<file path="src/hdl/mul_params.svh">
`ifndef MUL_PARAMS_SVH
`define MUL_PARAMS_SVH

// Operand width of the integer datapath.
`define XLEN 32

// Multiplier stages.
// Must divide 2*XLEN; 1, 2, 4 and 8 are supported.
`define MUL_STAGES 4

`endif
</file>
<file path="src/hdl/mul_pkg.sv">
`include "mul_params.svh"

package mul_pkg;

	// Bit 0 marks a signed multiplicand, bit 1 a signed multiplier.
	typedef logic [1:0] mul_sign_t;

	// Travels with every operation down the pipeline.
	typedef struct packed {
		logic [4:0] rd;
		logic       high;
	} mul_tag_t;

	// One decoded multiply request.
	typedef struct packed {
		logic [`XLEN-1:0] mcand;
		logic [`XLEN-1:0] mplier;
		mul_sign_t        sign;
		mul_tag_t         tag;
	} mul_req_t;

	typedef struct packed {
		logic [`XLEN-1:0] hi;
		logic [`XLEN-1:0] lo;
	} mul_halves_t;

	// Double width product, seen as one word or as two halves.
	typedef union packed {
		logic [2*`XLEN-1:0] flat;
		mul_halves_t        halves;
	} mul_product_u;

	// State handed from one multiplier stage to the next.
	typedef struct packed {
		logic [2*`XLEN-1:0] sum;
		logic [2*`XLEN-1:0] mcand;
		logic [2*`XLEN-1:0] mplier;
		mul_tag_t           tag;
	} mul_stage_t;

	// Register write-back.
	typedef struct packed {
		logic [4:0]       rd;
		logic [`XLEN-1:0] data;
	} mul_wb_t;

endpackage

</file>
<file path="src/hdl/mul_unit.sv">
`include "mul_params.svh"

module mul_unit (
	input  logic             clock,
	input  logic             reset,
	input  logic             issue,
	input  logic [31:0]      instr,
	input  logic [`XLEN-1:0] rs1_data,
	input  logic [`XLEN-1:0] rs2_data,
	output logic             wb_valid,
	output mul_pkg::mul_wb_t wb,
	output logic             illegal
);
	import mul_pkg::*;

	mul_req_t     req;
	logic         req_valid;
	logic         done;
	mul_product_u product;
	mul_tag_t     tag;

	mul_decode u_decode (
		.clock     (clock),
		.reset     (reset),
		.issue     (issue),
		.instr     (instr),
		.rs1_data  (rs1_data),
		.rs2_data  (rs2_data),
		.req       (req),
		.req_valid (req_valid),
		.illegal   (illegal)
	);

	mul_pipeline u_pipeline (
		.clock     (clock),
		.reset     (reset),
		.req_valid (req_valid),
		.req       (req),
		.done      (done),
		.product   (product),
		.tag       (tag)
	);

	mul_result u_result (
		.clock    (clock),
		.reset    (reset),
		.done     (done),
		.product  (product),
		.tag      (tag),
		.wb_valid (wb_valid),
		.wb       (wb)
	);

endmodule

</file>
<file path="src/hdl/mul_result.sv">
`include "mul_params.svh"

module mul_result (
	input  logic                  clock,
	input  logic                  reset,
	input  logic                  done,
	input  mul_pkg::mul_product_u product,
	input  mul_pkg::mul_tag_t     tag,
	output logic                  wb_valid,
	output mul_pkg::mul_wb_t      wb
);
	import mul_pkg::*;

	logic [`XLEN-1:0] data_sel;
	mul_wb_t          wb_next;

	// MULH, MULHSU and MULHU return the upper word, MUL the lower.
	assign data_sel = tag.high ? product.halves.hi : product.halves.lo;

	assign wb_next.rd   = tag.rd;
	assign wb_next.data = data_sel;

	always_ff @(posedge clock) begin
		if (done) begin
			wb <= wb_next;
		end
	end

	always_ff @(posedge clock) begin
		if (reset) begin
			wb_valid <= 1'b0;
		end else begin
			wb_valid <= done;
		end
	end

endmodule

</file>
<file path="src/hdl/mul_pipeline.sv">
`include "mul_params.svh"

module mul_pipeline (
	input  logic                  clock,
	input  logic                  reset,
	input  logic                  req_valid,
	input  mul_pkg::mul_req_t     req,
	output logic                  done,
	output mul_pkg::mul_product_u product,
	output mul_pkg::mul_tag_t     tag
);
	import mul_pkg::*;

	logic [2*`XLEN-1:0] mcand_ext;
	logic [2*`XLEN-1:0] mplier_ext;

	// Element i feeds stage i; the last element is the finished product.
	mul_stage_t         chain [0:`MUL_STAGES];
	logic [`MUL_STAGES:0] start_chain;

	// Extend to full width so the low 2*XLEN bits of the sum are exact
	// for any mix of signed and unsigned operands.
	assign mcand_ext = req.sign[0] ?
		{{`XLEN{req.mcand[`XLEN-1]}}, req.mcand} :
		{{`XLEN{1'b0}}, req.mcand};

	assign mplier_ext = req.sign[1] ?
		{{`XLEN{req.mplier[`XLEN-1]}}, req.mplier} :
		{{`XLEN{1'b0}}, req.mplier};

	assign chain[0] = '{
		sum:    '0,
		mcand:  mcand_ext,
		mplier: mplier_ext,
		tag:    req.tag
	};

	assign start_chain[0] = req_valid;

	for (genvar i = 0; i < `MUL_STAGES; i++) begin : g_stage
		mul_stage u_stage (
			.clock     (clock),
			.reset     (reset),
			.start     (start_chain[i]),
			.stage_in  (chain[i]),
			.done      (start_chain[i+1]),
			.stage_out (chain[i+1])
		);
	end

	assign done         = start_chain[`MUL_STAGES];
	assign product.flat = chain[`MUL_STAGES].sum;
	assign tag          = chain[`MUL_STAGES].tag;

endmodule

</file>
<file path="src/hdl/mul_stage.sv">
`include "mul_params.svh"

module mul_stage (
	input  logic                clock,
	input  logic                reset,
	input  logic                start,
	input  mul_pkg::mul_stage_t stage_in,
	output logic                done,
	output mul_pkg::mul_stage_t stage_out
);
	import mul_pkg::*;

	// Multiplier bits consumed by each stage.
	localparam int SLICE = (2*`XLEN) / `MUL_STAGES;

	logic [2*`XLEN-1:0] part_next;
	logic [2*`XLEN-1:0] part_reg;
	logic [2*`XLEN-1:0] sum_reg;
	logic [2*`XLEN-1:0] mcand_reg;
	logic [2*`XLEN-1:0] mplier_reg;
	mul_tag_t           tag_reg;

	assign part_next = stage_in.mplier[SLICE-1:0] * stage_in.mcand;

	always_ff @(posedge clock) begin
		sum_reg    <= stage_in.sum;
		part_reg   <= part_next;
		// Next slice of the multiplier, and the multiplicand weighted to match.
		mplier_reg <= stage_in.mplier >> SLICE;
		mcand_reg  <= stage_in.mcand << SLICE;
		tag_reg    <= stage_in.tag;
	end

	always_ff @(posedge clock) begin
		if (reset) begin
			done <= 1'b0;
		end else begin
			done <= start;
		end
	end

	// The add sits after the register, ahead of the next stage's multiply.
	assign stage_out.sum    = sum_reg + part_reg;
	assign stage_out.mcand  = mcand_reg;
	assign stage_out.mplier = mplier_reg;
	assign stage_out.tag    = tag_reg;

endmodule

</file>
<file path="src/hdl/mul_decode.sv">
`include "mul_params.svh"

module mul_decode (
	input  logic               clock,
	input  logic               reset,
	input  logic               issue,
	input  logic [31:0]        instr,
	input  logic [`XLEN-1:0]   rs1_data,
	input  logic [`XLEN-1:0]   rs2_data,
	output mul_pkg::mul_req_t  req,
	output logic               req_valid,
	output logic               illegal
);
	import mul_pkg::*;

	localparam logic [6:0] OPCODE_OP     = 7'b0110011;
	localparam logic [6:0] FUNCT7_MULDIV = 7'b0000001;

	localparam logic [1:0] F3_MUL    = 2'b00;
	localparam logic [1:0] F3_MULH   = 2'b01;
	localparam logic [1:0] F3_MULHSU = 2'b10;
	localparam logic [1:0] F3_MULHU  = 2'b11;

	logic [6:0] opcode;
	logic [4:0] rd;
	logic [2:0] funct3;
	logic [6:0] funct7;
	logic       legal;
	mul_sign_t  sign;
	mul_req_t   req_next;

	assign opcode = instr[6:0];
	assign rd     = instr[11:7];
	assign funct3 = instr[14:12];
	assign funct7 = instr[31:25];

	// Only funct3 0 to 3 are multiplies; 4 to 7 belong to divide.
	assign legal = (opcode == OPCODE_OP) && (funct7 == FUNCT7_MULDIV) && !funct3[2];

	always_comb begin
		case (funct3[1:0])
			F3_MUL: begin
				sign = 2'b00;
			end
			F3_MULH: begin
				sign = 2'b11;
			end
			F3_MULHSU: begin
				// rs1 is the multiplicand, so bit 0.
				sign = 2'b01;
			end
			F3_MULHU: begin
				sign = 2'b00;
			end
			default: begin
				sign = 2'b00;
			end
		endcase
	end

	always_comb begin
		req_next.mcand    = rs1_data;
		req_next.mplier   = rs2_data;
		req_next.sign     = sign;
		req_next.tag.rd   = rd;
		req_next.tag.high = (funct3[1:0] != F3_MUL);
	end

	always_ff @(posedge clock) begin
		if (issue) begin
			req <= req_next;
		end
	end

	always_ff @(posedge clock) begin
		if (reset) begin
			req_valid <= 1'b0;
			illegal   <= 1'b0;
		end else begin
			req_valid <= issue && legal;
			illegal   <= issue && !legal;
		end
	end

endmodule

</file>
<file path="config.mk">
export PLATFORM = sky130hd
export DESIGN_NAME = mul_unit
export DESIGN_NICKNAME = d
export VERILOG_FILES = /design/src/hdl/mul_pkg.sv /design/src/hdl/mul_unit.sv /design/src/hdl/mul_result.sv /design/src/hdl/mul_pipeline.sv /design/src/hdl/mul_stage.sv /design/src/hdl/mul_decode.sv
export VERILOG_INCLUDE_DIRS = /design/src /design/src/hdl
export SDC_FILE = /design/constraint.sdc
export NUM_CORES = 2
export LEC_CHECK = 0
export BUFFER_PORTS_ARGS = -buffer_cell sky130_fd_sc_hd__clkbuf_2
export CORE_ASPECT_RATIO = 0.5
export CORE_MARGIN = 2
export CORE_UTILIZATION = 59
export DETAILED_ROUTE_END_ITERATION = 7
export PLACE_DENSITY_LB_ADDON = 0.08
export RECOVER_POWER = 50
export SETUP_SLACK_MARGIN = 0.1
export SLEW_MARGIN = 20
export SYNTH_ARGS = -nofsm -noshare
export SYNTH_HDL_FRONTEND = slang
export SYNTH_SLANG_ARGS = --single-unit
</file>
<file path="constraint.sdc">
create_clock -name clock -period 6.58 [get_ports clock]
set_clock_uncertainty 0.15 [all_clocks]
set_input_delay 0.987 -clock clock [delete_from_list [all_inputs] [get_ports clock]]
set_output_delay 0.987 -clock clock [all_outputs]
set_load 0.05 [all_outputs]
</file>
==> impl_results.html <==
<table>
<tr><th>Metric</th><th>Value</th></tr>
<tr><th colspan="2">Synthesis</th></tr>
<tr><td>Most numerous cell in the Yosys netlist</td><td>sky130_fd_sc_hd__inv_1</td></tr>
<tr><td>Async set-reset flop share out of synthesis</td><td>0%</td></tr>
<tr><td>Commonest cells in the synthesized netlist</td><td>sky130_fd_sc_hd__inv_1 (1,286), sky130_fd_sc_hd__fa_1 (1,219), sky130_fd_sc_hd__nand2_1 (811), sky130_fd_sc_hd__dfxtp_1 (483), sky130_fd_sc_hd__and2_1 (412)</td></tr>
<tr><td>Leading area contributor after synthesis</td><td>sky130_fd_sc_hd__fa_1</td></tr>
<tr><td>Sequential-to-total area share from yosys stat</td><td>21.35%</td></tr>
<tr><td>Ranking of synthesized cells by area</td><td>sky130_fd_sc_hd__fa_1 (40%), sky130_fd_sc_hd__dfxtp_1 (16%), sky130_fd_sc_hd__inv_1 (8.0%), sky130_fd_sc_hd__ha_1 (6.6%), sky130_fd_sc_hd__edfxtp_1 (5.4%)</td></tr>
<tr><td>Number of synthesized flops with an enable pin</td><td>109</td></tr>
<tr><td>Synthesis Warnings</td><td>0</td></tr>
<tr><td>Post-synthesis instance area</td><td>0.06062 mm²</td></tr>
<tr><td>Library cells used by synthesis</td><td>69</td></tr>
<tr><td>Number of nets in the synthesized netlist</td><td>7,683</td></tr>
<tr><td>Synthesized flop and latch total</td><td>592</td></tr>
<tr><td>Ys flop type</td><td>sky130_fd_sc_hd__dfxtp_1</td></tr>
<tr><td>Post-synthesis area per instance</td><td>10.03 µm²</td></tr>
<tr><td>Area fraction of the dominant cell type after synthesis</td><td>40.26%</td></tr>
<tr><td>Post-synthesis cell count</td><td>6,043</td></tr>
<tr><th colspan="2">Layout</th></tr>
<tr><td>Area growth from synthesis to final layout</td><td>19.31%</td></tr>
<tr><td>Core Util, Final</td><td>70.77%</td></tr>
<tr><td>Number of flip-flops under the largest register name</td><td>192</td></tr>
<tr><td>Final non-filler cell total</td><td>8,174</td></tr>
<tr><td>Post-Layout Inst Area</td><td>0.07232 mm²</td></tr>
<tr><td>Count of fill cells added during filler insertion</td><td>7,721</td></tr>
<tr><td>Share of cells above drive strength 1</td><td>18.67%</td></tr>
<tr><td>Total Nets Final</td><td>8,401</td></tr>
<tr><th colspan="2">Min path</th></tr>
<tr><td>Path type of the worst min-delay path</td><td>reg2reg</td></tr>
<tr><th colspan="2">Global route</th></tr>
<tr><td>Total GRT Usage</td><td>33.94%</td></tr>
<tr><td>Pin count of the biggest net entering global routing</td><td>46</td></tr>
<tr><td>Antenna violations before repair</td><td>13</td></tr>
<tr><td>Overflow after GRT</td><td>0</td></tr>
<tr><td>Vias in the first global route</td><td>48,425</td></tr>
<tr><td>Wire length of the first global-routing pass</td><td>272,300 µm</td></tr>
<tr><th colspan="2">Placement</th></tr>
<tr><td>Buffers on Ports</td><td>127</td></tr>
<tr><td>DP Wirelength</td><td>143,100 µm</td></tr>
<tr><td>Global placement routability congestion</td><td>0.9905</td></tr>
<tr><td>Count of placed standard cells including taps</td><td>8,007</td></tr>
<tr><td>Area after detailed placement</td><td>0.06838 mm²</td></tr>
<tr><th colspan="2">Setup path</th></tr>
<tr><td>Signal arrival time at the worst endpoint</td><td>7.08 ns</td></tr>
<tr><td>Worst-path cell chain</td><td>buf_12, clkbuf_1, nand2_1, fa_1, fa_1, fa_1, fa_1, inv_2, fa_2, fa_1, ha_2, or3_4, a31o_4, o211ai_1, a21oi_2, or3b_4, a21bo_4, a31o_4, a21oi_2, xnor2_1</td></tr>
<tr><td>Worst setup path class</td><td>reg2reg</td></tr>
<tr><td>CP Capture Type</td><td>flip-flop</td></tr>
<tr><td>Bufs and invs on worst path</td><td>3</td></tr>
<tr><td>Kind of cell with the highest combined delay on the critical path</td><td>adder cells</td></tr>
<tr><td>Slowest cell on the critical path</td><td>sky130_fd_sc_hd__fa_1</td></tr>
<tr><td>Type of element launching the critical path</td><td>flip-flop</td></tr>
<tr><td>Required arrival time at the worst endpoint</td><td>7.03 ns</td></tr>
<tr><td>Crit Path Max Fanout</td><td>5</td></tr>
<tr><td>Most frequent CP cell</td><td>sky130_fd_sc_hd__fa_1</td></tr>
<tr><td>Longest individual stage delay on the worst path</td><td>0.59 ns</td></tr>
<tr><th colspan="2">CTS</th></tr>
<tr><td>Number of levels the H-tree was split into</td><td>2</td></tr>
<tr><td>Maximum buffer depth of the clock tree</td><td>3</td></tr>
<tr><td>Clock root buffer</td><td>sky130_fd_sc_hd__clkbuf_16</td></tr>
<tr><td>Number of buffers inserted during clock tree synthesis</td><td>55</td></tr>
<tr><td>CTS tree</td><td>done</td></tr>
<tr><td>Clk sinks</td><td>592</td></tr>
<tr><td>Clk Latency, worst-skew pair</td><td>0.67 ns</td></tr>
<tr><td>Reg clk slew, reported paths</td><td>0.07 ns</td></tr>
<tr><th colspan="2">Route</th></tr>
<tr><td>Number of remaining DRC errors</td><td>0</td></tr>
<tr><td>WL per Instance</td><td>21.09 µm</td></tr>
<tr><td>Detailed-router iteration count before antenna repair</td><td>5</td></tr>
<tr><td>Via total after detailed routing</td><td>44,272</td></tr>
<tr><td>Wire length reported by the detailed router</td><td>172,400 µm</td></tr>
<tr><td>Starting DRC count in detailed routing</td><td>3,487</td></tr>
<tr><td>Via density</td><td>5.416</td></tr>
<tr><td>Post-DRT Antenna Nets</td><td>0</td></tr>
<tr><th colspan="2">STA</th></tr>
<tr><td>Final hold violations</td><td>0</td></tr>
<tr><td>Fraction of the cycle the final worst path needs</td><td>100.8%</td></tr>
<tr><td>RSZ-0062 raised after global routing</td><td>yes</td></tr>
<tr><td>PnR worst setup slack</td><td>-0.05021 ns</td></tr>
<tr><td>Shortest clock period the worst path allows after layout</td><td>6.630 ns</td></tr>
<tr><td>Final setup violation count</td><td>12</td></tr>
<tr><td>Transition time at the pin with the least slew margin</td><td>1.207 ns</td></tr>
<tr><td>Max-slew violations</td><td>0</td></tr>
<tr><td>Achievable clock frequency</td><td>150.8 MHz</td></tr>
<tr><td>Worst slew margin relative to its limit</td><td>19.40%</td></tr>
<tr><td>Worst Hold Slack</td><td>0.1253 ns</td></tr>
<tr><th colspan="2">Floorplan</th></tr>
<tr><td>Rows</td><td>83</td></tr>
<tr><td>Die Footprint</td><td>0.1055 mm²</td></tr>
<tr><td>Standard cell core area</td><td>0.1022 mm²</td></tr>
<tr><td>Num ports</td><td>138</td></tr>
<tr><td>Die boundary width</td><td>457.3 µm</td></tr>
<tr><td>Starting density of the core</td><td>59.32%</td></tr>
<tr><td>Die boundary height</td><td>230.7 µm</td></tr>
<tr><th colspan="2">Outcome</th></tr>
<tr><td>Violations in the final reports</td><td>negative setup slack</td></tr>
<tr><td>Status</td><td>finished with violations</td></tr>
<tr><th colspan="2">Flow run</th></tr>
<tr><td>Count of maximum capacitance violations</td><td>0</td></tr>
</table>
layer usage:
layer	share of wire, %	GRT usage, %
met1	41	46.72
met2	46	54.51
met3	9.1	7.528
met4	3.2	9.737
met5	0.020	0
logic make-up (layout without fill, tap and decap cells):
kind of cell / after synthesis / in the layout / share of synthesized area (%)
adder cells (fa/ha/maj): 1541 / 1541 / 46.90
other: 0 / 7 / 0
multiplexers: 24 / 24 / 0.4458
XOR/XNOR: 234 / 234 / 3.381
AND/OR/NAND/NOR: 1552 / 1552 / 12.13
flip-flops: 592 / 592 / 21.35
buffers and inverters: 1482 / 2246 / 9.177
AO/OA/AOI/OAI: 618 / 618 / 6.611
worst register-to-register path, cell delays in order (launching register included):
cell	delay [ns]
sky130_fd_sc_hd__dfxtp_2	0.34
sky130_fd_sc_hd__buf_12	0.14
sky130_fd_sc_hd__clkbuf_1	0.30
sky130_fd_sc_hd__nand2_1	0.13
sky130_fd_sc_hd__fa_1	0.49
sky130_fd_sc_hd__fa_1	0.59
sky130_fd_sc_hd__fa_1	0.45
sky130_fd_sc_hd__fa_1	0.53
sky130_fd_sc_hd__inv_2	0.05
sky130_fd_sc_hd__fa_2	0.55
sky130_fd_sc_hd__fa_1	0.45
sky130_fd_sc_hd__ha_2	0.21
sky130_fd_sc_hd__or3_4	0.35
sky130_fd_sc_hd__a31o_4	0.24
sky130_fd_sc_hd__o211ai_1	0.29
sky130_fd_sc_hd__a21oi_2	0.15
sky130_fd_sc_hd__or3b_4	0.41
sky130_fd_sc_hd__a21bo_4	0.23
sky130_fd_sc_hd__a31o_4	0.22
sky130_fd_sc_hd__a21oi_2	0.14
sky130_fd_sc_hd__xnor2_1	0.13
placed cells by master, fill, tap and decap left out, types with 25 or more instances in the layout:
cell / instances
sky130_fd_sc_hd__ha_1: 282
sky130_fd_sc_hd__clkbuf_16: 59
sky130_fd_sc_hd__xor2_1: 65
sky130_fd_sc_hd__nand2_1: 787
sky130_fd_sc_hd__dfxtp_1: 467
sky130_fd_sc_hd__ha_4: 37
sky130_fd_sc_hd__fa_1: 1176
sky130_fd_sc_hd__nor2_1: 103
sky130_fd_sc_hd__nor2b_1: 29
sky130_fd_sc_hd__a21oi_1: 156
sky130_fd_sc_hd__inv_2: 40
sky130_fd_sc_hd__o21bai_1: 29
sky130_fd_sc_hd__nand3_1: 42
sky130_fd_sc_hd__a21o_1: 102
sky130_fd_sc_hd__fa_2: 43
sky130_fd_sc_hd__o21ai_0: 74
sky130_fd_sc_hd__a21oi_2: 36
sky130_fd_sc_hd__buf_4: 593
sky130_fd_sc_hd__buf_12: 92
sky130_fd_sc_hd__clkbuf_2: 121
sky130_fd_sc_hd__inv_1: 1246
sky130_fd_sc_hd__and2_1: 394
sky130_fd_sc_hd__o21a_1: 31
sky130_fd_sc_hd__edfxtp_1: 109
sky130_fd_sc_hd__xnor2_1: 163
sky130_fd_sc_hd__and3_1: 25
path summary, 6_finish.rpt:
path | start | end | slack (ns) | cells after the start
setup reg to reg | u_pipeline.g_stage[0].u_stage.mcand_reg[25] | u_pipeline.g_stage[1].u_stage.part_reg[53] | -0.05 | 20
hold reg to reg | u_pipeline.g_stage[0].u_stage.part_reg[54] | u_pipeline.g_stage[1].u_stage.sum_reg[54] | 0.13 | 0
setup / recovery | u_pipeline.g_stage[0].u_stage.mcand_reg[25] | u_pipeline.g_stage[1].u_stage.part_reg[53] | -0.05 | 20
hold / removal | u_pipeline.g_stage[0].u_stage.part_reg[54] | u_pipeline.g_stage[1].u_stage.sum_reg[54] | 0.13 | 0
per-stage QoR:
stage	setup TNS (ns)	worst slack, ns
5_1_grt	-5.033	-0.2450
4_1_cts	-0.5414	-0.06132
3_5_place_dp	-6.598	-0.3174
6_report	-0.2331	-0.05021
3_3_place_gp	-5.038	-0.2792
2_1_floorplan	0	0.1014
repair_timing:
action	4_1_cts	5_1_grt
buffers inserted	13	44
gates resized for setup	152	284
endpoints found under the setup margin	44	62
hold buffers	0	0
gates cloned	0	1
pin swaps	56	139
layout make-up:
type	instances	area [µm²]	area share [%]
inverter	1286	4827	6.675
clock buffer	71	1550	2.144
multi-input combinational	3969	43540	60.20
timing repair buffer	857	7416	10.25
antenna	7	17.52	0.02422
sequential	592	12960	17.93
tap	1360	1702	2.353
clock inverter	32	306.5	0.4239
Power is not shown: default switching activity piles up to over one toggle a cycle in this logic, so the estimate is an artifact.
